`src/logic/cmat_consts.svh`:
```
`ifndef CMAT_CONSTS_SVH
`define CMAT_CONSTS_SVH

// order of the square matrices A, B and C
`define CMAT_N 4

// elements held per matrix region
`define CMAT_WORDS (`CMAT_N * `CMAT_N)

// word bases of the three regions inside the shared store
`define CMAT_A_BASE 0
`define CMAT_B_BASE (`CMAT_WORDS)
`define CMAT_C_BASE (2 * `CMAT_WORDS)

// byte offsets of the register window, right after the C region
`define CMAT_CTRL_OFS (3 * `CMAT_WORDS * 4)
`define CMAT_STAT_OFS (`CMAT_CTRL_OFS + 4)

`endif

```
`src/logic/cmat_pkg.sv`:
```
`default_nettype none

package cmat_pkg;

    // one signed component and one complex element (real high, imaginary low)
    typedef logic signed [15:0] comp_t;
    typedef logic [31:0] cplx_t;

    // accumulator component wide enough for a full 16x16 product
    typedef logic signed [31:0] cacc_t;

    // word address into the shared store
    typedef logic [5:0] maddr_t;

    // store request as driven by either requester
    typedef struct packed {
        logic   valid;
        logic   we;
        maddr_t addr;
        cplx_t  wdata;
    } mem_req_t;

    // read data steered back toward one requester
    typedef struct packed {
        logic  rvalid;
        cplx_t rdata;
    } mem_rsp_t;

    typedef struct packed {
        logic        psel;
        logic        penable;
        logic        pwrite;
        logic [7:0]  paddr;
        logic [31:0] pwdata;
    } apb_req_t;

    typedef struct packed {
        logic [31:0] prdata;
        logic        pready;
        logic        pslverr;
    } apb_rsp_t;

    typedef enum logic [2:0] {IDLE, RD_A, RD_B, ACC, WR_C, FINISH} eng_state_t;

endpackage

`default_nettype wire

```
`src/logic/cmat_store.sv`:
```
`timescale 1ns/10ps
`default_nettype none

`include "cmat_consts.svh"

module cmat_store (
    input  logic               clk,
    input  cmat_pkg::mem_req_t req,
    output cmat_pkg::cplx_t    rdata
);

    import cmat_pkg::*;

    // regions A, B and C back to back, one complex element per word
    cplx_t mem [0:3*`CMAT_WORDS-1];

    // single port, so a cycle carries either a read or a write
    always_ff @(posedge clk) begin
        if (req.valid && req.we) begin
            mem[req.addr] <= req.wdata;
        end
    end

    // the read is registered and shows up one cycle after the request
    // the old word is returned on a write cycle, which no requester looks at
    always_ff @(posedge clk) begin
        if (req.valid) begin
            rdata <= mem[req.addr];
        end
    end

endmodule

`default_nettype wire

```
`src/logic/cmat_arbiter.sv`:
```
`timescale 1ns/10ps
`default_nettype none

module cmat_arbiter (
    input  logic               clk,
    input  logic               rst,
    input  cmat_pkg::mem_req_t host_req,
    input  cmat_pkg::mem_req_t eng_req,
    output logic               host_gnt,
    output logic               eng_gnt,
    output cmat_pkg::mem_rsp_t host_rsp,
    output cmat_pkg::mem_rsp_t eng_rsp,
    output cmat_pkg::mem_req_t store_req,
    input  cmat_pkg::cplx_t    store_rdata
);

    import cmat_pkg::*;

    // which requester owns the read that is in the store this cycle
    logic host_rd_q;
    logic eng_rd_q;

    // host accesses are short, so the host always wins
    assign host_gnt = host_req.valid;
    assign eng_gnt  = eng_req.valid && !host_req.valid;

    // exactly one request reaches the store, or an idle one
    always_comb begin
        if (host_gnt) begin
            store_req = host_req;
        end else if (eng_gnt) begin
            store_req = eng_req;
        end else begin
            store_req = '0;
        end
    end

    always_ff @(posedge clk) begin
        if (rst) begin
            host_rd_q <= 1'b0;
            eng_rd_q  <= 1'b0;
        end else begin
            host_rd_q <= host_gnt && !host_req.we;
            eng_rd_q  <= eng_gnt && !eng_req.we;
        end
    end

    // data goes to both, but only the granted reader sees rvalid
    assign host_rsp = '{rvalid: host_rd_q, rdata: store_rdata};
    assign eng_rsp  = '{rvalid: eng_rd_q, rdata: store_rdata};

    gnt_onehot: assert property (@(posedge clk) disable iff (rst)
        !(host_gnt && eng_gnt));

    gnt_needs_req: assert property (@(posedge clk) disable iff (rst)
        (host_gnt |-> host_req.valid) and (eng_gnt |-> eng_req.valid));

    // a stalled engine request stays put until the store takes it
    eng_hold: assert property (@(posedge clk) disable iff (rst)
        (eng_req.valid && !eng_gnt) |=> (eng_req.valid && $stable(eng_req)));

endmodule

`default_nettype wire

```
`src/logic/cmat_apb_regs.sv`:
```
`timescale 1ns/10ps
`default_nettype none

`include "cmat_consts.svh"

module cmat_apb_regs (
    input  logic               clk,
    input  logic               rst,
    input  cmat_pkg::apb_req_t apb,
    output cmat_pkg::apb_rsp_t apb_out,
    output cmat_pkg::mem_req_t mem_req,
    input  logic               mem_gnt,
    input  cmat_pkg::mem_rsp_t mem_rsp,
    output logic               start,
    input  logic               busy,
    input  logic               finish,
    output logic               irq
);

    import cmat_pkg::*;

    logic   access;
    maddr_t word;
    logic   mat_hit;
    logic   ctrl_hit;
    logic   stat_hit;
    logic   err_hit;
    // set once a matrix read has been granted and the data is pending
    logic   issued;
    logic   done_q;
    logic   start_q;

    assign access   = apb.psel && apb.penable;
    // byte address to word index, the two low bits are ignored
    assign word     = apb.paddr[7:2];
    assign mat_hit  = word < (`CMAT_C_BASE + `CMAT_WORDS);
    assign ctrl_hit = word == (`CMAT_CTRL_OFS >> 2);
    assign stat_hit = word == (`CMAT_STAT_OFS >> 2);
    assign err_hit  = word > (`CMAT_STAT_OFS >> 2);

    // matrix words go to the store, the request holds until granted
    always_comb begin
        mem_req       = '0;
        mem_req.valid = access && mat_hit && !issued;
        mem_req.we    = apb.pwrite;
        mem_req.addr  = word;
        mem_req.wdata = apb.pwdata;
    end

    // registers complete at once, writes on grant, reads when data returns
    always_comb begin
        apb_out         = '0;
        apb_out.pslverr = access && err_hit;
        if (access) begin
            if (ctrl_hit || stat_hit || err_hit) begin
                apb_out.pready = 1'b1;
            end else if (apb.pwrite) begin
                apb_out.pready = mem_gnt;
            end else begin
                apb_out.pready = mem_rsp.rvalid;
            end
        end
        if (stat_hit) begin
            apb_out.prdata = {30'd0, done_q, busy};
        end else if (mat_hit) begin
            apb_out.prdata = mem_rsp.rdata;
        end
    end

    always_ff @(posedge clk) begin
        if (rst) begin
            issued  <= 1'b0;
            start_q <= 1'b0;
            done_q  <= 1'b0;
        end else begin
            if (apb_out.pready) begin
                issued <= 1'b0;
            end else if (mem_gnt) begin
                issued <= 1'b1;
            end
            // a start request while the engine runs is dropped
            start_q <= access && apb.pwrite && ctrl_hit && apb.pwdata[0] && !busy;
            // done is sticky until the next job starts
            if (start_q) begin
                done_q <= 1'b0;
            end else if (finish) begin
                done_q <= 1'b1;
            end
        end
    end

    assign start = start_q;
    assign irq   = done_q;

    // the engine never sees a start while it is still working
    start_idle: assert property (@(posedge clk) disable iff (rst)
        start |-> !busy);

endmodule

`default_nettype wire

```
`src/logic/vec_mult_acc.sv`:
```
`timescale 1ns/10ps
`default_nettype none

module vec_mult_acc (
    input  logic            clk,
    input  logic            rst,
    input  logic            clear,
    input  logic            term_valid,
    input  cmat_pkg::cplx_t a,
    input  cmat_pkg::cplx_t b,
    output cmat_pkg::cacc_t acc_re,
    output cmat_pkg::cacc_t acc_im,
    output logic            acc_valid
);

    import cmat_pkg::*;

    comp_t a_re;
    comp_t a_im;
    comp_t b_re;
    comp_t b_im;
    // stage one products, named after the components multiplied
    cacc_t p_rr;
    cacc_t p_ii;
    cacc_t p_ri;
    cacc_t p_ir;
    logic  s1_valid;
    // at least one term has landed since the last clear
    logic  dirty;

    assign a_re = a[31:16];
    assign a_im = a[15:0];
    assign b_re = b[31:16];
    assign b_im = b[15:0];

    always_ff @(posedge clk) begin
        p_rr <= a_re * b_re;
        p_ii <= a_im * b_im;
        p_ri <= a_re * b_im;
        p_ir <= a_im * b_re;
    end

    // stage two folds one term into each running sum, wrapping at 32 bits
    always_ff @(posedge clk) begin
        if (rst) begin
            s1_valid <= 1'b0;
            dirty    <= 1'b0;
            acc_re   <= '0;
            acc_im   <= '0;
        end else begin
            s1_valid <= term_valid;
            if (clear) begin
                dirty  <= 1'b0;
                acc_re <= '0;
                acc_im <= '0;
            end else if (s1_valid) begin
                dirty  <= 1'b1;
                acc_re <= acc_re + p_rr - p_ii;
                acc_im <= acc_im + p_ri + p_ir;
            end
        end
    end

    // sums are final once nothing is entering or sitting in the pipeline
    assign acc_valid = dirty && !s1_valid && !term_valid;

endmodule

`default_nettype wire

```
`src/logic/mat_mult_complex.sv`:
```
`timescale 1ns/10ps
`default_nettype none

`include "cmat_consts.svh"

module mat_mult_complex (
    input  logic               clk,
    input  logic               rst,
    input  logic               start,
    output logic               busy,
    output logic               finish,
    output cmat_pkg::mem_req_t mem_req,
    input  logic               mem_gnt,
    input  cmat_pkg::mem_rsp_t mem_rsp
);

    import cmat_pkg::*;

    eng_state_t state;
    // row of A, column of B and the running inner index
    logic [$clog2(`CMAT_N)-1:0] i;
    logic [$clog2(`CMAT_N)-1:0] j;
    logic [$clog2(`CMAT_N)-1:0] k;
    logic  clear;
    // the read returning this cycle is a B word
    logic  b_pend;
    cplx_t a_q;
    logic  term_valid;
    cacc_t acc_re;
    cacc_t acc_im;
    logic  acc_valid;

    always_ff @(posedge clk) begin
        if (rst) begin
            state  <= IDLE;
            i      <= '0;
            j      <= '0;
            k      <= '0;
            clear  <= 1'b0;
            b_pend <= 1'b0;
        end else begin
            clear  <= 1'b0;
            b_pend <= (state == RD_B) && mem_gnt;
            case (state)
                IDLE: begin
                    if (start) begin
                        i     <= '0;
                        j     <= '0;
                        k     <= '0;
                        clear <= 1'b1;
                        state <= RD_A;
                    end
                end
                RD_A: begin
                    if (mem_gnt) state <= RD_B;
                end
                RD_B: begin
                    if (mem_gnt) begin
                        // the last B read of the element sends us to drain
                        k     <= (k == `CMAT_N - 1) ? '0 : k + 1'b1;
                        state <= (k == `CMAT_N - 1) ? ACC : RD_A;
                    end
                end
                ACC: begin
                    if (acc_valid) state <= WR_C;
                end
                WR_C: begin
                    if (mem_gnt) begin
                        j     <= (j == `CMAT_N - 1) ? '0 : j + 1'b1;
                        clear <= 1'b1;
                        state <= RD_A;
                        if (j == `CMAT_N - 1) begin
                            i <= i + 1'b1;
                            if (i == `CMAT_N - 1) state <= FINISH;
                        end
                    end
                end
                default: state <= IDLE;
            endcase
        end
    end

    // A arrives first and waits here until its B partner returns
    always_ff @(posedge clk) begin
        if (mem_rsp.rvalid && !b_pend) a_q <= mem_rsp.rdata;
    end

    assign term_valid = mem_rsp.rvalid && b_pend;

    vec_mult_acc u_mac (
        .clk        (clk),
        .rst        (rst),
        .clear      (clear),
        .term_valid (term_valid),
        .a          (a_q),
        .b          (mem_rsp.rdata),
        .acc_re     (acc_re),
        .acc_im     (acc_im),
        .acc_valid  (acc_valid)
    );

    // each state that touches the store holds its request until granted
    always_comb begin
        mem_req = '0;
        case (state)
            RD_A: begin
                mem_req.valid = 1'b1;
                mem_req.addr  = maddr_t'(`CMAT_A_BASE + i * `CMAT_N + k);
            end
            RD_B: begin
                mem_req.valid = 1'b1;
                mem_req.addr  = maddr_t'(`CMAT_B_BASE + k * `CMAT_N + j);
            end
            WR_C: begin
                mem_req.valid = 1'b1;
                mem_req.we    = 1'b1;
                mem_req.addr  = maddr_t'(`CMAT_C_BASE + i * `CMAT_N + j);
                // only the low half of each sum is kept
                mem_req.wdata = {acc_re[15:0], acc_im[15:0]};
            end
            default: mem_req = '0;
        endcase
    end

    assign busy   = (state != IDLE);
    assign finish = (state == FINISH);

    // operands are never overwritten by the engine
    wr_c_only: assert property (@(posedge clk) disable iff (rst)
        (mem_req.valid && mem_req.we) |-> (mem_req.addr >= `CMAT_C_BASE));

endmodule

`default_nettype wire

```
`src/logic/cmat_top.sv`:
```
`timescale 1ns/10ps
`default_nettype none

module cmat_top (
    input  logic               clk,
    input  logic               rst,
    input  cmat_pkg::apb_req_t apb,
    output cmat_pkg::apb_rsp_t apb_out,
    output logic               irq
);

    import cmat_pkg::*;

    // two requesters meet at the arbiter in front of the one store
    mem_req_t host_req;
    mem_req_t eng_req;
    mem_req_t store_req;
    mem_rsp_t host_rsp;
    mem_rsp_t eng_rsp;
    cplx_t    store_rdata;
    logic     host_gnt;
    logic     eng_gnt;
    logic     start;
    logic     busy;
    logic     finish;

    cmat_apb_regs u_regs (
        .clk     (clk),
        .rst     (rst),
        .apb     (apb),
        .apb_out (apb_out),
        .mem_req (host_req),
        .mem_gnt (host_gnt),
        .mem_rsp (host_rsp),
        .start   (start),
        .busy    (busy),
        .finish  (finish),
        .irq     (irq)
    );

    mat_mult_complex u_engine (
        .clk     (clk),
        .rst     (rst),
        .start   (start),
        .busy    (busy),
        .finish  (finish),
        .mem_req (eng_req),
        .mem_gnt (eng_gnt),
        .mem_rsp (eng_rsp)
    );

    cmat_arbiter u_arb (
        .clk         (clk),
        .rst         (rst),
        .host_req    (host_req),
        .eng_req     (eng_req),
        .host_gnt    (host_gnt),
        .eng_gnt     (eng_gnt),
        .host_rsp    (host_rsp),
        .eng_rsp     (eng_rsp),
        .store_req   (store_req),
        .store_rdata (store_rdata)
    );

    cmat_store u_store (
        .clk   (clk),
        .req   (store_req),
        .rdata (store_rdata)
    );

endmodule

`default_nettype wire

```
`config.mk`:
```
export PLATFORM = sky130hd
export DESIGN_NAME = cmat_top
export DESIGN_NICKNAME = d
export VERILOG_FILES = /design/src/logic/cmat_pkg.sv /design/src/logic/cmat_store.sv /design/src/logic/cmat_arbiter.sv /design/src/logic/cmat_apb_regs.sv /design/src/logic/vec_mult_acc.sv /design/src/logic/mat_mult_complex.sv /design/src/logic/cmat_top.sv
export VERILOG_INCLUDE_DIRS = /design/src /design/src/logic
export SDC_FILE = /design/constraint.sdc
export NUM_CORES = 2
export LEC_CHECK = 0
export ABC_AREA = 1
export BUFFER_PORTS_ARGS = -buffer_cell sky130_fd_sc_hd__buf_2
export CAP_MARGIN = 20
export CORE_MARGIN = 5
export CORE_UTILIZATION = 50
export DETAILED_ROUTE_END_ITERATION = 8
export GPL_TIMING_DRIVEN = 0
export PLACE_DENSITY_LB_ADDON = 0.1
export SLEW_MARGIN = 0
export SYNTH_ARGS = -nofsm -noshare
export SYNTH_HDL_FRONTEND = slang
export SYNTH_SLANG_ARGS = --single-unit
```
`constraint.sdc`:
```
create_clock -name clk -period 6.9 [get_ports clk]
set_input_delay 1.38 -clock clk [delete_from_list [all_inputs] [get_ports clk]]
set_output_delay 1.38 -clock clk [all_outputs]
set_load 0.01 [all_outputs]
```
==> reports/results.ini <==
[status]
status=complete, no violations

[drt]
drc=0
wl_um=328000
num_vias=68400
ant_nets=0
vias_per_cell=5.67
drt-initial-drc-count=8889
dr.pass1.iters=8
wl_per_cell_um=27.1

[timing]
slew_violations=0
holdWs_ns=0.435
max_freq_mhz=148
worstMarginPinSlew_ns=1.27
final_hold_viol_count=0
min_period_ns=6.76
rsz0062_at_grt=false
fin_crit_sh=0.980
finClkSkew_ns=0.0680
tns_ns=0
setup_violations=0
slew_headroom=0.153

[layout]
drive_above_1_share=0.0813
nets=10200
syn2layout_area_growth_pct=13.3
fin_util=0.570

[setup_path]
end_kind=flip-flop
cp_common_cell=fa_1
path_buf_inv=7
worstPathArrival_ns=7.43
worst_path_dominant_cell_family=adder cells
crit_type=flip-flop to flip-flop
worst_ep_required_time_ns=7.57
cpPeakStageDelay_ns=0.85
start_kind=flip-flop
cpMaxStageDelayCell=clkbuf_1
cp_max_fo=10
path_cells=clkbuf_1 > clkbuf_1 > nand2_1 > fa_1 > inv_1 > fa_1 > inv_1 > fa_1 > fa_1 > fa_1 > fa_1 > inv_1 > ha_1 > inv_1 > nor3_1 > nand2_1 > o311ai_0 > a31oi_1 > inv_1 > nand2_1 > nand2_1

[logic_synthesis]
synth_top_family_by_area=simple AND/OR/NAND/NOR gates
ys_types=48
synthesis.area_mm2=0.0897
synth_edf_count=1600
synth_compound_area_frac=0.0191
syn-num-nets=9878
synthSimpleGateAreaFrac=0.218
async_reset_ff_frac=0
synth.avg_cell_area_um2=9.74
seq_area_frac_synth=0.561
synthCells=9209
ys_warn_count=0
synth_xor_area_frac=0.0160
synth_flop_cell=edfxtp_1
synthMuxAreaShare=0
ys_ff_latch=1714
yosys.area_share.adder=0.116

[global_routing]
grt_antenna_before_repair=16
grt_max_degree=49
grt_pass1_wl_um=464000
gr-total-overflow=0
grtUsageTotal=0.347
grt_pass1_vias=65700

[placed_design]
gp_congestion=0.982
hpwl_um=234000
placement.io_buffers=76

[clocking]
htree_levels=4
numCtsBuffers=181
cts_buffer_depth=3
clock-root-buffer=clkbuf_16
path_clk_slew_ns=0.06
cts_hold_buf=0
worstSkewPairLatency_ns=0.87
cts_sinks=1714
cts_tree=done

[die]
die_h_um=433
fp-row-count=155
fp.dieW_um=433
start_util=0.503
core_mm2=0.178
die_area_mm2=0.188
io_pins=80

[min_path]
hp-class=flip-flop to flip-flop

[run]
cap_violations=0

## flip-flops by register name, indices dropped and copies added (netlist names)
name,count
u_engine.u_mac.acc_re,16
u_engine.clear,1
u_engine.u_mac.dirty,1
u_engine.u_mac.acc_im,16
u_engine.a_q,32
u_arb.host_rd_q,1
u_engine.u_mac.p_ir,16
u_engine.b_pend,1
u_engine.u_mac.p_ii,16
u_engine.i,2
u_regs.issued,1
u_store.rdata,32
u_engine.state,3
u_regs.start,1
u_arb.eng_rd_q,1
u_engine.u_mac.p_ri,16
u_store.mem,1536
u_engine.j,2
u_engine.u_mac.s1_valid,1
u_engine.u_mac.p_rr,16
u_engine.k,2
u_regs.irq,1
## placed cells by master, fill, tap and decap left out, types with 42 or more instances in the layout
cell / Yosys / final
buf_12: 0 / 77
nand2_1: 3530 / 3530
buf_1: 42 / 42
nand3_1: 824 / 824
ha_1: 277 / 277
xor2_1: 101 / 101
o21ai_0: 80 / 56
nand4_1: 60 / 60
fa_1: 347 / 347
inv_1: 1068 / 1068
dfxtp_1: 114 / 114
clkbuf_1: 215 / 248
nor2_4: 2 / 51
edfxtp_1: 1600 / 1600
xnor2_1: 63 / 63
buf_2: 192 / 268
a21oi_1: 173 / 173
clkbuf_16: 0 / 186
nor2_1: 356 / 307
## stage by stage
stage,cell area (um2),setup WS [ns],instances
after CTS,102000,0.0557,12100
after global routing,102000,0.0125,12100
after global placement,93000,-3.96,11600
after detailed placement,96000,-0.0797,11700
after floorplan,89700,1.58,9209
final,102000,0.141,12100
## repair_timing
item,4_1_cts,5_1_grt
resized for setup,0,28
endpoints found under the setup margin,1,7
setup buffers,0,4
hold endpoints to repair,0,0
## final timing paths
check | to | depth (start not counted) | slack, ns | startpoint
setup / recovery | u_engine.u_mac.p_rr[15] | 21 | 0.14 | u_store.rdata[23]
setup reg to reg | u_engine.u_mac.p_rr[15] | 21 | 0.14 | u_store.rdata[23]
hold / removal | u_regs.irq | 1 | 0.43 | u_regs.start
hold reg to reg | u_regs.irq | 1 | 0.43 | u_regs.start
## cells by family (layout without fill, tap and decap cells)
logic type      after synthesis  after routing
other cells                   0              2
buf+inv                    1561           2072
xor+xnor                    164            164
compound gates              311            311
simple gates               4835           4835
fa+ha+maj                   624            624
flops                      1714           1714
## worst register-to-register path, delay by kind of cell, from the launching register on
family                   cells  cell delay [ns]
AO/OA/AOI/OAI                2             0.39
flip-flops                   1             0.39
adder cells (fa/ha/maj)      7             3.47
AND/OR/NAND/NOR              5             0.48
buffers and inverters        7             1.81
## synth_stat cells, types with 3 or more instances
master / n / area share
nor2_1: 356 / 0.015
buf_6: 6 / 0.00075
fa_1: 347 / 0.077
buf_2: 192 / 0.011
o211ai_1: 11 / 0.00092
nand3_2: 5 / 0.00056
nand4_1: 60 / 0.0042
o21bai_1: 4 / 0.00033
a22o_1: 7 / 0.00068
buf_1: 42 / 0.0018
a31oi_1: 6 / 0.00042
nor4_1: 3 / 0.00021
or2_2: 4 / 0.00028
xor2_1: 101 / 0.0099
dfxtp_1: 114 / 0.025
nand2_2: 14 / 0.00098
buf_4: 21 / 0.0018
nand3b_1: 8 / 0.00067
xnor2_1: 63 / 0.0062
nand3_4: 3 / 0.00059
nor3_1: 14 / 0.00078
nor2_2: 7 / 0.00049
nand3_1: 824 / 0.046
ha_1: 277 / 0.039
nand2_1: 3530 / 0.15
clkbuf_1: 215 / 0.0090
inv_1: 1068 / 0.045
a21o_1: 5 / 0.00042
o21ai_0: 80 / 0.0045
o31ai_1: 5 / 0.00042
inv_2: 15 / 0.00063
a21oi_1: 173 / 0.0097
a211oi_1: 8 / 0.00067
edfxtp_1: 1600 / 0.54
## final cells by class
class	instances	area, um2
clock buffer	234	4840
timing repair buffer	190	2770
sequential	1714	50300
antenna	2	5.00
clock inverter	90	696
tap	2355	2950
multi-input combinational	5934	33800
fill	15700	76800
buffer	474	2170
inverter	1084	4070
## layer usage
metal	GRT usage	part of all wire	up-vias	wire length [um]
met5	0.00312	0	-	0
met4	0.181	0.062	0	20400
met3	0.0681	0.11	735	36800
met2	0.514	0.43	3971	140000
met1	0.489	0.40	33400	130000
li1	-	-	30300	-
Power is left out: the tool's default activity adds up to more than one toggle a clock period on the data nets, which glitch-free logic cannot reach.
